--- src/include/board_config.svh ---
`default_nettype none

`ifndef BOARD_CONFIG_SVH
`define BOARD_CONFIG_SVH

//----------------------------------------------------------------------
// HEX display mode
//----------------------------------------------------------------------

// 1'b1 holds each scanned digit in sticky flops (bright, static)
// 1'b0 drives HEX only while its digit is selected, which mimics a
// dynamic display on static hardware and makes the segments dim
`define SEG7_STICKY_FLOPS 1'b1

`endif

`default_nettype wire

--- src/rtl/board_pkg.sv ---
`default_nettype none

package board_pkg;

    localparam int w_digit = 4;   // HEX displays on the board
    localparam int w_mic   = 24;  // I2S sample width
    localparam int w_led   = 14;  // Red LEDs minus dp ones plus green

    typedef logic [3:0] hex_nibble_t;

    // Segment pattern {a,b,c,d,e,f,g}, active high
    function automatic logic [6:0] seg_from_hex(input hex_nibble_t h);
        case (h)
            4'h0: return 7'b1111110;
            4'h1: return 7'b0110000;
            4'h2: return 7'b1101101;
            4'h3: return 7'b1111001;
            4'h4: return 7'b0110011;
            4'h5: return 7'b1011011;
            4'h6: return 7'b1011111;
            4'h7: return 7'b1110000;
            4'h8: return 7'b1111111;
            4'h9: return 7'b1111011;
            4'ha: return 7'b1110111;
            4'hb: return 7'b0011111;
            4'hc: return 7'b1001110;
            4'hd: return 7'b0111101;
            4'he: return 7'b1001111;
            default: return 7'b1000111;  // F
        endcase
    endfunction

endpackage

`default_nettype wire

--- src/rtl/display_if.sv ---
`timescale 1ns/10ps
`default_nettype none

interface display_if import board_pkg::*; ();

    hex_nibble_t [w_digit-1:0] digits;     // Nibble per digit, [0] is rightmost
    logic        [w_digit-1:0] dots;       // Decimal point per digit
    logic        [w_digit-1:0] blank;      // Digit switched off
    logic                      scan_step;  // Advance scanner by one digit

    // Lab side
    modport source (output digits, output dots, output blank, output scan_step);

    // Scanner side
    modport sink (input digits, input dots, input blank, input scan_step);

endinterface

`default_nettype wire

--- src/rtl/slow_clk_gen.sv ---
`timescale 1ns/10ps
`default_nettype none

module slow_clk_gen
#(
    parameter int fast_clk_mhz = 50,
    parameter int slow_clk_hz  = 1
)
(
    input  wire  clk,
    input  wire  rst,
    output logic slow_clk  // Plain level, not a clock net
);

    localparam int half_period = fast_clk_mhz * 1_000_000 / (2 * slow_clk_hz);
    localparam int w_cnt       = half_period > 1 ? $clog2(half_period) : 1;

    logic [w_cnt-1:0] cnt;  // Cycles left in this half period

    always_ff @(posedge clk or posedge rst)
    begin
        if (rst)
        begin
            cnt      <= w_cnt'(half_period - 1);
            slow_clk <= 1'b0;
        end
        else if (cnt == '0)
        begin
            cnt      <= w_cnt'(half_period - 1);  // Reload
            slow_clk <= ~slow_clk;                // Half period done
        end
        else
        begin
            cnt <= cnt - 1'b1;
        end
    end

endmodule

`default_nettype wire

--- src/rtl/i2s_mic_receiver.sv ---
`timescale 1ns/10ps
`default_nettype none

module i2s_mic_receiver import board_pkg::*;
#(
    parameter int mic_sck_div = 8  // clk cycles per sck half period
)
(
    input  wire              clk,
    input  wire              rst,
    output logic             sck,
    output logic             ws,           // Low selects left channel
    input  wire              sd,
    output logic [w_mic-1:0] value,        // Last complete sample
    output logic             value_valid   // One cycle per new sample
);

    localparam int w_div = mic_sck_div > 1 ? $clog2(mic_sck_div) : 1;

    logic [w_div-1:0] div_cnt;      // sck prescaler
    logic             tick;         // sck toggles this cycle
    logic             sck_rise;
    logic             sck_fall;
    logic [5:0]       slot;         // Bit slot within the 64-sck frame
    logic [w_mic-1:0] shift_reg;    // Sample being received
    logic             sample;       // Take sd now
    logic             last_sample;  // Final bit of the word
    logic             frame_done;

    //------------------------------------------------------------------
    // Bit clock and word select
    //------------------------------------------------------------------

    assign tick     = div_cnt == w_div'(mic_sck_div - 1);
    assign sck_rise = tick & ~sck;
    assign sck_fall = tick & sck;
    assign ws       = slot[5];  // 32 slots per channel

    // Slot 0 is the one-bit I2S delay, data sits in slots 1..24
    assign sample      = sck_rise & ~ws & (slot >= 6'd1) & (slot <= 6'(w_mic));
    assign last_sample = sample & (slot == 6'(w_mic));

    always_ff @(posedge clk or posedge rst)
    begin
        if (rst)
        begin
            div_cnt     <= '0;
            sck         <= 1'b0;
            slot        <= '0;
            frame_done  <= 1'b0;
            value       <= '0;
            value_valid <= 1'b0;
        end
        else
        begin
            div_cnt <= tick ? '0 : div_cnt + 1'b1;

            if (tick)
                sck <= ~sck;

            if (sck_fall)
                slot <= slot + 1'b1;  // ws moves on falling sck

            //----------------------------------------------------------
            // Commit the whole word at once
            //----------------------------------------------------------

            frame_done  <= last_sample;
            value_valid <= frame_done;

            if (frame_done)
                value <= shift_reg;
        end
    end

    // MSB arrives first
    always_ff @(posedge clk)
    begin
        if (sample)
            shift_reg <= {shift_reg[w_mic-2:0], sd};
    end

endmodule

`default_nettype wire

--- src/rtl/seg7_scanner.sv ---
`timescale 1ns/10ps
`default_nettype none

module seg7_scanner import board_pkg::*;
(
    input  wire                clk,
    input  wire                rst,
    display_if.sink            disp,
    output logic [7:0]         abcdefgh,  // Bit 7 is a, bit 0 is dp
    output logic [w_digit-1:0] digit      // One-hot select
);

    logic [w_digit-1:0] next_digit;
    logic [7:0]         next_seg;

    //------------------------------------------------------------------
    // Pattern of the digit that comes next
    //------------------------------------------------------------------

    always_comb
    begin
        next_digit = {digit[w_digit-2:0], digit[w_digit-1]};  // Rotate left
        next_seg   = '0;                                      // Blank default

        for (int i = 0; i < w_digit; i++)
        begin
            if (next_digit[i] && !disp.blank[i])
                next_seg = {seg_from_hex(disp.digits[i]), disp.dots[i]};
        end
    end

    // Select and segments move together
    always_ff @(posedge clk or posedge rst)
    begin
        if (rst)
        begin
            digit    <= w_digit'(1);
            abcdefgh <= '0;
        end
        else if (disp.scan_step)
        begin
            digit    <= next_digit;
            abcdefgh <= next_seg;
        end
    end

endmodule

`default_nettype wire

--- src/rtl/seg7_static_latch.sv ---
`include "board_config.svh"

`timescale 1ns/10ps
`default_nettype none

module seg7_static_latch import board_pkg::*;
(
    input  wire                clk,
    input  wire                rst,
    input  wire  [7:0]         abcdefgh,
    input  wire  [w_digit-1:0] digit,
    output logic [6:0]         hex0,  // Active low, bit 0 is a
    output logic [6:0]         hex1,
    output logic [6:0]         hex2,
    output logic [6:0]         hex3,
    output logic [w_digit-1:0] dp     // Active high on red LEDs
);

    localparam bit sticky_flops = `SEG7_STICKY_FLOPS;

    logic [7:0] hgfedcba;          // Board bit order
    logic [6:0] hex_q [w_digit];   // Per-digit HEX value

    always_comb
    begin
        for (int i = 0; i < 8; i++)
            hgfedcba[i] = abcdefgh[7 - i];
    end

    //------------------------------------------------------------------
    // HEX drive
    //------------------------------------------------------------------

    if (sticky_flops)
    begin : g_sticky
        always_ff @(posedge clk or posedge rst)
        begin
            if (rst)
            begin
                for (int i = 0; i < w_digit; i++)
                    hex_q[i] <= '1;  // All segments off
                dp <= '0;
            end
            else
            begin
                for (int i = 0; i < w_digit; i++)
                begin
                    if (digit[i])
                    begin
                        hex_q[i] <= ~hgfedcba[6:0];  // Only the selected digit loads
                        dp[i]    <= hgfedcba[7];
                    end
                end
            end
        end
    end
    else
    begin : g_dynamic
        always_comb
        begin
            for (int i = 0; i < w_digit; i++)
            begin
                hex_q[i] = digit[i] ? ~hgfedcba[6:0] : '1;
                dp[i]    = digit[i] & hgfedcba[7];
            end
        end
    end

    assign hex0 = hex_q[0];
    assign hex1 = hex_q[1];
    assign hex2 = hex_q[2];
    assign hex3 = hex_q[3];

endmodule

`default_nettype wire

--- src/rtl/lab_top.sv ---
`timescale 1ns/10ps
`default_nettype none

module lab_top import board_pkg::*;
#(
    parameter int scan_div = 1024  // clk cycles per digit step
)
(
    input  wire              clk,
    input  wire              rst,
    input  wire              slow_clk,
    input  wire  [3:0]       key,        // [0] mic view, [1] clear
    input  wire  [8:0]       sw,         // [0] pause, [4:1] dots, [8:5] blank
    input  wire  [w_mic-1:0] mic_value,
    input  wire              mic_valid,
    output logic [w_led-1:0] led,
    display_if.source        disp
);

    localparam int w_count = 4 * w_digit;  // One nibble per digit
    localparam int w_scan  = scan_div > 1 ? $clog2(scan_div) : 1;

    logic               slow_clk_d;  // For edge detect
    logic               slow_rise;
    logic [w_count-1:0] count;       // Event counter
    logic [w_count-1:0] mic_hold;    // Upper bits of last sample
    logic [w_count-1:0] shown;
    logic [w_scan-1:0]  scan_cnt;
    logic               scan_step_q;

    //------------------------------------------------------------------
    // Paced counter
    //------------------------------------------------------------------

    assign slow_rise = slow_clk & ~slow_clk_d;

    always_ff @(posedge clk or posedge rst)
    begin
        if (rst)
        begin
            slow_clk_d  <= 1'b0;
            count       <= '0;
            scan_cnt    <= '0;
            scan_step_q <= 1'b0;
        end
        else
        begin
            slow_clk_d <= slow_clk;

            if (key[1])
                count <= '0;                   // Clear wins over pause
            else if (slow_rise && !sw[0])
                count <= count + 1'b1;

            // Scan prescaler
            scan_step_q <= scan_cnt == w_scan'(scan_div - 1);
            scan_cnt    <= (scan_cnt == w_scan'(scan_div - 1)) ? '0 : scan_cnt + 1'b1;
        end
    end

    always_ff @(posedge clk)
    begin
        if (mic_valid)
            mic_hold <= mic_value[w_mic-1 -: w_count];
    end

    //------------------------------------------------------------------
    // Display request
    //------------------------------------------------------------------

    assign shown          = key[0] ? mic_hold : count;
    assign disp.digits    = shown;
    assign disp.dots      = sw[4:1];
    assign disp.blank     = sw[8:5];
    assign disp.scan_step = scan_step_q;

    assign led = count[w_led-1:0];

endmodule

`default_nettype wire

--- src/rtl/board_top.sv ---
`timescale 1ns/10ps
`default_nettype none

module board_top import board_pkg::*;
#(
    parameter int clk_mhz     = 50,
    parameter int slow_clk_hz = 1,
    parameter int mic_sck_div = 8,
    parameter int scan_div    = 1024
)
(
    input  wire                clk,
    input  wire                rst,
    input  wire  [3:0]         key,      // Active high
    input  wire  [8:0]         sw,
    input  wire                mic_sd,
    output logic [w_led-1:0]   led,
    output logic [6:0]         hex0,
    output logic [6:0]         hex1,
    output logic [6:0]         hex2,
    output logic [6:0]         hex3,
    output logic [w_digit-1:0] dp,       // Last four red LEDs
    output logic               mic_sck,
    output logic               mic_ws    // L/R pin strapped on the board
);

    logic               slow_clk;
    logic [w_mic-1:0]   mic_value;
    logic               mic_valid;
    logic [7:0]         abcdefgh;
    logic [w_digit-1:0] digit;

    display_if disp ();  // Lab to scanner

    //------------------------------------------------------------------
    // Sources
    //------------------------------------------------------------------

    slow_clk_gen #(.fast_clk_mhz(clk_mhz), .slow_clk_hz(slow_clk_hz)) slow_clk_gen_inst
    (
        .clk      (clk),
        .rst      (rst),
        .slow_clk (slow_clk)
    );

    i2s_mic_receiver #(.mic_sck_div(mic_sck_div)) i2s_mic_receiver_inst
    (
        .clk         (clk),
        .rst         (rst),
        .sck         (mic_sck),
        .ws          (mic_ws),
        .sd          (mic_sd),
        .value       (mic_value),
        .value_valid (mic_valid)
    );

    //------------------------------------------------------------------
    // Lab and display path
    //------------------------------------------------------------------

    lab_top #(.scan_div(scan_div)) lab_top_inst
    (
        .clk       (clk),
        .rst       (rst),
        .slow_clk  (slow_clk),
        .key       (key),
        .sw        (sw),
        .mic_value (mic_value),
        .mic_valid (mic_valid),
        .led       (led),
        .disp      (disp)
    );

    seg7_scanner seg7_scanner_inst
    (
        .clk      (clk),
        .rst      (rst),
        .disp     (disp),
        .abcdefgh (abcdefgh),
        .digit    (digit)
    );

    seg7_static_latch seg7_static_latch_inst
    (
        .clk      (clk),
        .rst      (rst),
        .abcdefgh (abcdefgh),
        .digit    (digit),
        .hex0     (hex0),
        .hex1     (hex1),
        .hex2     (hex2),
        .hex3     (hex3),
        .dp       (dp)
    );

endmodule

`default_nettype wire

--- config.mk ---
export PLATFORM = sky130hd
export DESIGN_NAME = board_top
export DESIGN_NICKNAME = d
export VERILOG_FILES = /design/src/rtl/board_pkg.sv /design/src/rtl/display_if.sv /design/src/rtl/slow_clk_gen.sv /design/src/rtl/i2s_mic_receiver.sv /design/src/rtl/seg7_scanner.sv /design/src/rtl/seg7_static_latch.sv /design/src/rtl/lab_top.sv /design/src/rtl/board_top.sv
export VERILOG_INCLUDE_DIRS = /design/src /design/src/include
export SDC_FILE = /design/constraint.sdc
export NUM_CORES = 1
export LEC_CHECK = 0
export CAP_MARGIN = 15
export CORE_MARGIN = 2
export CORE_UTILIZATION = 65
export DETAILED_ROUTE_END_ITERATION = 16
export DONT_BUFFER_PORTS = 1
export GPL_ROUTABILITY_DRIVEN = 0
export PLACE_DENSITY_LB_ADDON = 0.1
export SKIP_LAST_GASP = 1
export SLEW_MARGIN = 20
export SYNTH_ARGS = -nofsm -noshare
export SYNTH_HDL_FRONTEND = slang
export SYNTH_HIERARCHICAL = 1
export SYNTH_SLANG_ARGS = --single-unit
--- constraint.sdc ---
create_clock -name clk -period 7.2 [get_ports clk]
set_input_delay 2.16 -clock clk [delete_from_list [all_inputs] [get_ports clk]]
set_output_delay 2.16 -clock clk [all_outputs]
set_load 0.05 [all_outputs]
Word-level counts from Yosys, hierarchy flattened
Memory sizes are Yosys's and may differ from the RTL's.
Index checks and enable logic that the tools add are counted.
{"block": "classes", "eq_ne": 3, "n_addsub": 5, "n_lt_le_gt_ge": 2, "n_mux": 10, "bitwise_logic": 12, "n_reduce_logical": 12}
{"operator": "two-way mux 16 bit", "count": 3}
{"operator": "two-way mux 8 bit", "count": 4}
{"operator": "zero test 25 bit", "count": 1}
{"operator": "two-way mux 25 bit", "count": 1}
{"operator": "subtractor 25 x 1 -> 25 bit (second input constant)", "count": 1}
{"operator": "adder 16 x 1 -> 16 bit (second input constant)", "count": 1}
{"operator": "adder 10 x 1 -> 10 bit (second input constant)", "count": 1}
{"operator": "equality test 10 bit (second input constant)", "count": 1}
{"operator": "two-way mux 10 bit", "count": 1}
{"operator": "AND 1 bit", "count": 7}
{"operator": "NOT 7 bit", "count": 1}
{"operator": "adder 6 x 1 -> 6 bit (second input constant)", "count": 1}
{"operator": "equality test 6 x 5 -> 1 bit (second input constant)", "count": 1}
{"operator": ">= comparator 6 x 1 -> 1 bit (second input constant)", "count": 1}
{"operator": "less-or-equal comparator 6 x 5 -> 1 bit (second input constant)", "count": 1}
{"operator": "logical AND 1 bit", "count": 5}
{"operator": "zero test 1 bit", "count": 5}
{"operator": "NOT 1 bit", "count": 4}
{"operator": "adder 3 x 1 -> 3 bit (second input constant)", "count": 1}
{"operator": "equality test 3 bit (second input constant)", "count": 1}
{"operator": "two-way mux 3 bit", "count": 1}
{"operator": "nonzero test 2 bit", "count": 1}
{"block": "totals", "rom_bits": 448, "reg_bits": 174, "n_memories": 4}
{"memory": "(name not given)", "depth": 16, "width": 7, "rd": 1, "rd_clocked_by_memory_dff": 0, "write_ports": 0, "line_no": "board_pkg.sv:13", "source": "case (h)"}
{"memory": "(name not given)", "depth": 16, "width": 7, "rd": 1, "rd_clocked_by_memory_dff": 0, "write_ports": 0, "line_no": "board_pkg.sv:13"}
{"memory": "(name not given)", "depth": 16, "width": 7, "rd": 1, "rd_clocked_by_memory_dff": 0, "write_ports": 0, "line_no": "board_pkg.sv:13"}
{"memory": "(name not given)", "depth": 16, "width": 7, "rd": 1, "rd_clocked_by_memory_dff": 0, "write_ports": 0, "line_no": "board_pkg.sv:13"}

Logic depth before layout (Yosys ltp)
Gate-level depths: netlist (run 1).
{"block": "logic_depth", "depth_word": 6, "ltp_mapped": 11, "depth_no_buf": 9}

Hierarchy
Netlist (run 1), hierarchy kept.
{"module": "i2s_mic_receiver", "n_inst": 1, "seq_area_each_um2": 1621.6, "area_per_inst_um2": 2252.2, "cells_per_inst": 119}
{"module": "lab_top", "n_inst": 1, "seq_area_each_um2": 1181.1, "area_per_inst_um2": 2130.8, "cells_per_inst": 182}
{"module": "seg7_scanner", "n_inst": 1, "seq_area_each_um2": 301.5, "area_per_inst_um2": 1704.1, "cells_per_inst": 205}
{"module": "slow_clk_gen", "n_inst": 1, "seq_area_each_um2": 671.9, "area_per_inst_um2": 1256.2, "cells_per_inst": 110}
{"module": "seg7_static_latch", "n_inst": 1, "seq_area_each_um2": 835.8, "area_per_inst_um2": 1224.9, "cells_per_inst": 97}

Worst setup path before layout (run 1)
Ideal clock, no wire load.
{"block": "synth_timing", "path_kind": "in2reg", "from": "in key[0]", "to": "reg seg7_scanner_inst.abcdefgh[4]", "arrival_time_ps": 4355, "cell_stages": 10, "slack_ps": 2779, "required_time_ps": 7135, "setup_ps": 65, "n_path_buf": 2, "path_cell_list": "clkbuf_1 clkbuf_1 nand2_1 o21ai_0 inv_1 ha_1 inv_1 mux4_2 a221oi_1 o22a_1"}
{"item": "start: declaration", "line_no": "board_top.sv:14", "source": "input wire [3:0] key,"}
{"item": "end signal: assignment", "line_no": "seg7_scanner.sv:43", "source": "abcdefgh <= next_seg;"}
{"item": "end: declaration", "line_no": "seg7_scanner.sv:9", "source": "output logic [7:0] abcdefgh,"}

Final worst setup path (run 1)
{"block": "layout_timing", "from": "in key[0]", "to": "reg seg7_scanner_inst.abcdefgh[4]"}
{"block": "layout_between", "elab_chain_len": 6, "elab_cells_between_ends": 9, "cone_classes": "5 x mux; 4 x memory"}
{"item": "two-way mux 16 bit (*)", "line_no": "lab_top.sv:71", "source": "assign shown = key[0] ? mic_hold : count;"}
{"item": "memory (16 x 7 bit)"}
{"item": "two-way mux 8 bit (3 in a row)", "line_no": "seg7_scanner.sv:27", "source": "if (next_digit[i] && !disp.blank[i])"}
{"item": "two-way mux 8 bit (*)", "line_no": "seg7_scanner.sv:27"}
Every way passes the cells marked *; elsewhere a longest branch is shown, timed or not.
A chain may end at the register's enable or synchronous reset.

==> reports/qor.yml, run 1 <==
status: "completed"
grt_first_pass_wirelength_mm: 23.7
maxCapViolations: 0
hold_viol_final: 0
grt_util_all_layers_pct: 22.8
post_route_cells_drive_above_1_share_pct: 19.7
ys_warn_count: 6
dp_hpwl_mm: 10.5
cp-start-kind: "input port"
detailroute.via_count: 5034
detail_route.drc_violations: 0
final.setup_skew_ns: 0.00825
fp-row-count: 41
clock_insertion_delay_worst_skew_ns: 0.42
postRouteWirelength_mm: 14.8
area.growth.synth_to_final_pct: 5.13
internal-power_mw: 1.42
post_cts_buffers: 0
cts_hold_repair.buffers: 0
firstDrtPassIters: 5
cts-resized-gates: 0
globalRouteOverflowTotal: 0
htreeDepth: 4
cts_buf_count: 17
largest_register_ff_count: 25
floorplan.die.height_um: 117
comb_power_share_pct: 3.7
antenna_found_initial: 0
postRouteAntennaNets: 0
syn_area_per_cell_um2: 11.9
clockPowerShare_pct: 43.3
final-max-slew-violation-count: 0
p_seq_share_pct: 53.0
layout.core_utilization_pct: 69.4
die-width_um: 117
wire_per_inst_um: 17.2
max_freq_mhz: 252
dieArea_um2: 13600
vias_per_cell: 5.87
insertedDiodeCount: 0
top_level_ports: 64
final_min_period_over_clock_period_pct: 55.1
mappedNetlistNets: 749
tightestPinTransition_ns: 1.13
core-area_um2: 12500
pin_count_of_the_biggest_net_entering_global_routing: 33
final-setup-viol-count: 0
critPathRequiredTime_ns: 7.56
worstPathArrival_ns: 4.32
timing.setup.critical_path_class: "in2reg"
cts_root_buf: "clkbuf_16"
tns_ns: 0
final_period_minus_worst_setup_slack_ns: 3.96
first_global_vias: 4826
crit_path_max_fanout: 18
net_sw_share_pct: 21.7
p_leak_nw: 3.51
synthCells: 697
design.final.nets: 724
initial_core_util_pct: 66.0
hold_class: "reg2reg"
netSwitchingPower_mw: 0.393
drt_iter0_markers: 376
clock_transition_at_path_regs_ns: 0.06
power.ir.vdd_worst_mv: 0.162
synthesis.area_um2: 8260
io_buffers: 0
tritoncts: "built"
cts.path.max_buffers: 2
power_density_nw_per_um2: 209
timing.critical_path.to_type: "flop"
slew_headroom_pct: 23.8
cts.sink_count: 166
rsz_0062_raised_after_global_routing: "false"
## worst paths after layout
check	from	to	slack [ns]	cells after the start
worst max-delay path	key[0]	seg7_scanner_inst/abcdefgh[4]$_DFFE_PP0P_	3.24	7
worst min-delay path	i2s_mic_receiver_inst/shift_reg[1]$_DFFE_PP_	i2s_mic_receiver_inst/shift_reg[2]$_DFFE_PP_	0.42	0
worst max register to register	lab_top_inst/count[9]$_DFFE_PP0P_	seg7_scanner_inst/abcdefgh[4]$_DFFE_PP0P_	4.01	8
worst min register to register	i2s_mic_receiver_inst/shift_reg[1]$_DFFE_PP_	i2s_mic_receiver_inst/shift_reg[2]$_DFFE_PP_	0.42	0
max in group asynchronous	rst	slow_clk_gen_inst/cnt[23]$_DFF_PP0_	4.78	1
min in group asynchronous	rst	seg7_scanner_inst/abcdefgh[6]$_DFFE_PP0P_	1.64	1
## layout by cell type (no fill, tap or decap), drive strengths merged, types with 5 or more instances in the layout
cell type	count
clkinv	7
or4	6
nor2	59
o211ai	5
or3	7
xnor2	20
mux2	43
o2111ai	5
mux2i	19
clkbuf	21
o31ai	6
xor2	18
and3	5
nor4	10
dfstp	46
o21ai	18
nand2	27
nor2b	16
nand2b	8
ha	36
inv	43
nand4	7
nand3	16
dfrtp	80
a21oi	36
nor3	16
edfxtp	40
## through the flow
stage / area [um2] / hold slack (ns) / total power, mW / setup slack (ns) / cells
5_1_grt: 8690 / 0.431 / 1.89 / 3.13 / 857
4_1_cts: 8690 / 0.422 / 1.83 / 3.33 / 857
3_5_place_dp: 8180 / 0.407 / 1.05 / 2.89 / 825
3_3_place_gp: 8180 / 0.408 / 1.04 / 2.98 / 825
6_report: 8690 / 0.418 / 1.81 / 3.24 / 857
2_1_floorplan: 8260 / 0.349 / 1.04 / 2.78 / 697
## layout make-up
type | count | area [um2]
tap | 172 | 215
clock inverter | 11 | 62.6
clock buffer | 21 | 440
sequential | 166 | 4410
multi-input combinational | 441 | 3360
timing repair buffer | 3 | 22.5
fill | 931 | 3830
inverter | 43 | 175
## critical path, cell delays in order
cell and delay (ns):
o21ai_0 0.49, inv_1 0.22, ha_1 0.36, inv_1 0.05, mux4_2 0.46, a221oi_1 0.38
o22a_1 0.20
## power by group through the flow
stage / clock network [mW] / registers, mW / logic, mW
floorplan: 0 / 0.979 / 0.0603
global placement: 0 / 0.979 / 0.0642
detailed placement: 0 / 0.979 / 0.0668
CTS: 0.802 / 0.962 / 0.0673
global route: 0.848 / 0.961 / 0.0757
finish: 0.785 / 0.962 / 0.0670
## metal layers
| layer | global-route usage, % | wire length, um |
|---|---|---|
| met1 | 28.1 | 6300 |
| met2 | 37.3 | 7260 |
| met3 | 6.33 | 710 |
| met4 | 10.9 | 496 |
| met5 | 0 | 0 |
No activity file was read; power rests on OpenSTA's default activity.
==> run 2: changes to the inputs <==
CORE_UTILIZATION = 64   (was 65)
clock period = 3.81 ns   (was 7.2 ns; I/O delays follow)
==> reports/qor.yml, run 2 (same netlist as run 1, synthesis figures left out) <==
power.ir.vdd_worst_mv: 0.311  # was 0.162 mV
dp_hpwl_mm: 10.6  # was 10.5 mm
status: "completed"  # unchanged
core-area_um2: 12600  # was 12500 um2
comb_power_share_pct: 3.6  # was 3.7%
critPathRequiredTime_ns: 4.17  # was 7.56 ns
maxCapViolations: 0  # unchanged
grt_first_pass_wirelength_mm: 25.4  # was 23.7 mm
post_route_cells_drive_above_1_share_pct: 20.7  # was 19.7%
drt_iter0_markers: 297  # was 376
area.growth.synth_to_final_pct: 5.88  # was 5.13%
tritoncts: "built"  # unchanged
postRouteAntennaNets: 0  # unchanged
die-width_um: 118  # was 117 um
pin_count_of_the_biggest_net_entering_global_routing: 33  # unchanged
final-setup-viol-count: 0  # unchanged
tns_ns: 0  # unchanged
hold_class: "reg2reg"  # unchanged
hold_viol_final: 0  # unchanged
io_buffers: 0  # unchanged
wire_per_inst_um: 17.8  # was 17.2 um
cts_hold_repair.buffers: 0  # unchanged
tightestPinTransition_ns: 0.936  # was 1.13 ns
final-max-slew-violation-count: 0  # unchanged
first_global_vias: 5104  # was 4826
final_period_minus_worst_setup_slack_ns: 2.76
preCtsSetupSlack_ns: 0.691  # was 2.89 ns
cts_root_buf: "clkbuf_16"  # unchanged
antenna_found_initial: 1  # was 0
power_density_nw_per_um2: 408  # was 209 nW/um2
leading_cell_types_in_the_layout_fill_and_taps_excluded: "dfrtp_1 (80), nor2_1 (59), dfstp_2 (46), edfxtp_1 (40), inv_1 (38)"  # was dfrtp_1 (80), nor2_1 (59), dfstp_2 (46), inv_1 (40), edfxtp_1 (40)
dieArea_um2: 13800  # was 13600 um2
worstPathArrival_ns: 3.12  # was 4.32 ns
internal-power_mw: 2.77  # was 1.42 mW
cts.sink_count: 166  # unchanged
floorplan.die.height_um: 118  # was 117 um
max_freq_mhz: 363
rsz_0062_raised_after_global_routing: "false"  # unchanged
crit_path_max_fanout: 18  # unchanged
htreeDepth: 4  # unchanged
grt_util_all_layers_pct: 23.1  # was 22.8%
cts.path.max_buffers: 2  # unchanged
clock_transition_at_path_regs_ns: 0.06  # about the same
timing.setup.critical_path_class: "in2reg"  # unchanged
vias_per_cell: 5.92  # was 5.87
clock_insertion_delay_worst_skew_ns: 0.43  # was 0.42 ns
netSwitchingPower_mw: 0.794  # was 0.393 mW
net_sw_share_pct: 22.3  # was 21.7%
clockPowerShare_pct: 45.5  # was 43.3%
initial_core_util_pct: 65.5  # was 66.0%
final_cell_count_no_fill: 858  # was 857
detailroute.via_count: 5082  # was 5034
cts_buf_count: 17  # unchanged
post-place-cells: 826  # was 825
leading_cell_type_in_the_layout_fill_and_taps_excluded: "dfrtp_1"  # unchanged
fp-row-count: 41  # unchanged
firstDrtPassIters: 4  # was 5
timing.critical_path.to_type: "flop"  # unchanged
design.final.nets: 725  # was 724
final_min_period_over_clock_period_pct: 72.3
p_leak_nw: 3.55  # was 3.51 nW
final.setup_skew_ns: 0.0116  # was 0.00825 ns
top_level_ports: 64  # unchanged
fin_hold_ws_ns: 0.425  # was 0.418 ns
insertedDiodeCount: 0  # unchanged
slew_headroom_pct: 37.6  # was 23.8%
cp-start-kind: "input port"  # unchanged
p_seq_share_pct: 50.9  # was 53.0%
largest_register_ff_count: 25  # unchanged
postRouteWirelength_mm: 15.3  # was 14.8 mm
layout.core_utilization_pct: 69.3  # was 69.4%
detail_route.drc_violations: 0  # unchanged
globalRouteOverflowTotal: 0  # unchanged
cts-resized-gates: 0  # unchanged
post_cts_buffers: 0  # unchanged
final_critical_path_setup_slack_ns: 1.05  # was 3.24 ns
[run 2: changes by cell type in the layout (fill, tap and decap cells not counted), sizes merged]
cell / before / now
inv: 43 / 46
clkinv: 7 / 5
buf: 3 / 4
bufinv: 1 / 2
clkbuf: 21 / 20
clkinvlp: 3 / 2
[run 2: routing by layer]
layer / wire length [um] / vias to the layer above / global-route usage (%)
met5: 13 / - / 0
met4: 271 / 2 / 8.58
met3: 822 / 28 / 7.51
met2: 7530 / 116 / 37.6
met1: 6650 / 2530 / 28.9
li1: - / 2406 / -
[run 2: power groups by stage]
stage | clock [mW] | sequential, mW | combinational [mW]
finish | 1.62 | 1.82 | 0.127
CTS | 1.66 | 1.82 | 0.127
detailed placement | 0 | 1.85 | 0.126
global placement | 0 | 1.85 | 0.121
global route | 1.74 | 1.82 | 0.144
floorplan | 0 | 1.85 | 0.114
[run 2: worst paths after layout]
path,from,to,slack [ns],cells after the start
worst min register to register,i2s_mic_receiver_inst/shift_reg[7]$_DFFE_PP_,i2s_mic_receiver_inst/shift_reg[8]$_DFFE_PP_,0.42,0
worst max-delay path,key[0],seg7_scanner_inst/abcdefgh[4]$_DFFE_PP0P_,1.05,7
worst min-delay path,i2s_mic_receiver_inst/shift_reg[7]$_DFFE_PP_,i2s_mic_receiver_inst/shift_reg[8]$_DFFE_PP_,0.42,0
worst max register to register,lab_top_inst/count[8]$_DFFE_PP0P_,seg7_scanner_inst/abcdefgh[4]$_DFFE_PP0P_,1.26,7
min in group asynchronous,rst,seg7_scanner_inst/digit[1]$_DFFE_PP0P_,0.60,1
max in group asynchronous,rst,slow_clk_gen_inst/cnt[15]$_DFF_PP0_,2.70,1
[run 2: stage by stage]
step,instance area (um2),power [mW]
after floorplan,8260,1.96
after global placement,8190,1.97
after detailed placement,8190,1.98
after CTS,8750,3.61
after global routing,8750,3.70
final,8750,3.57
[run 2: critical path, stage by stage]
cell      delay, ns
o21ai_0        0.44
inv_1          0.20
ha_1           0.34
inv_1          0.04
mux4_2         0.44
a221oi_1       0.31
o22a_1         0.20
[run 2: cell type report]
cell class,count,area [um2]
clock buffer,20,438
inverter,43,175
tap,172,215
sequential,166,4410
multi-input combinational,441,3360
fill,930,3870
timing repair buffer,4,30.0
clock inverter,12,119
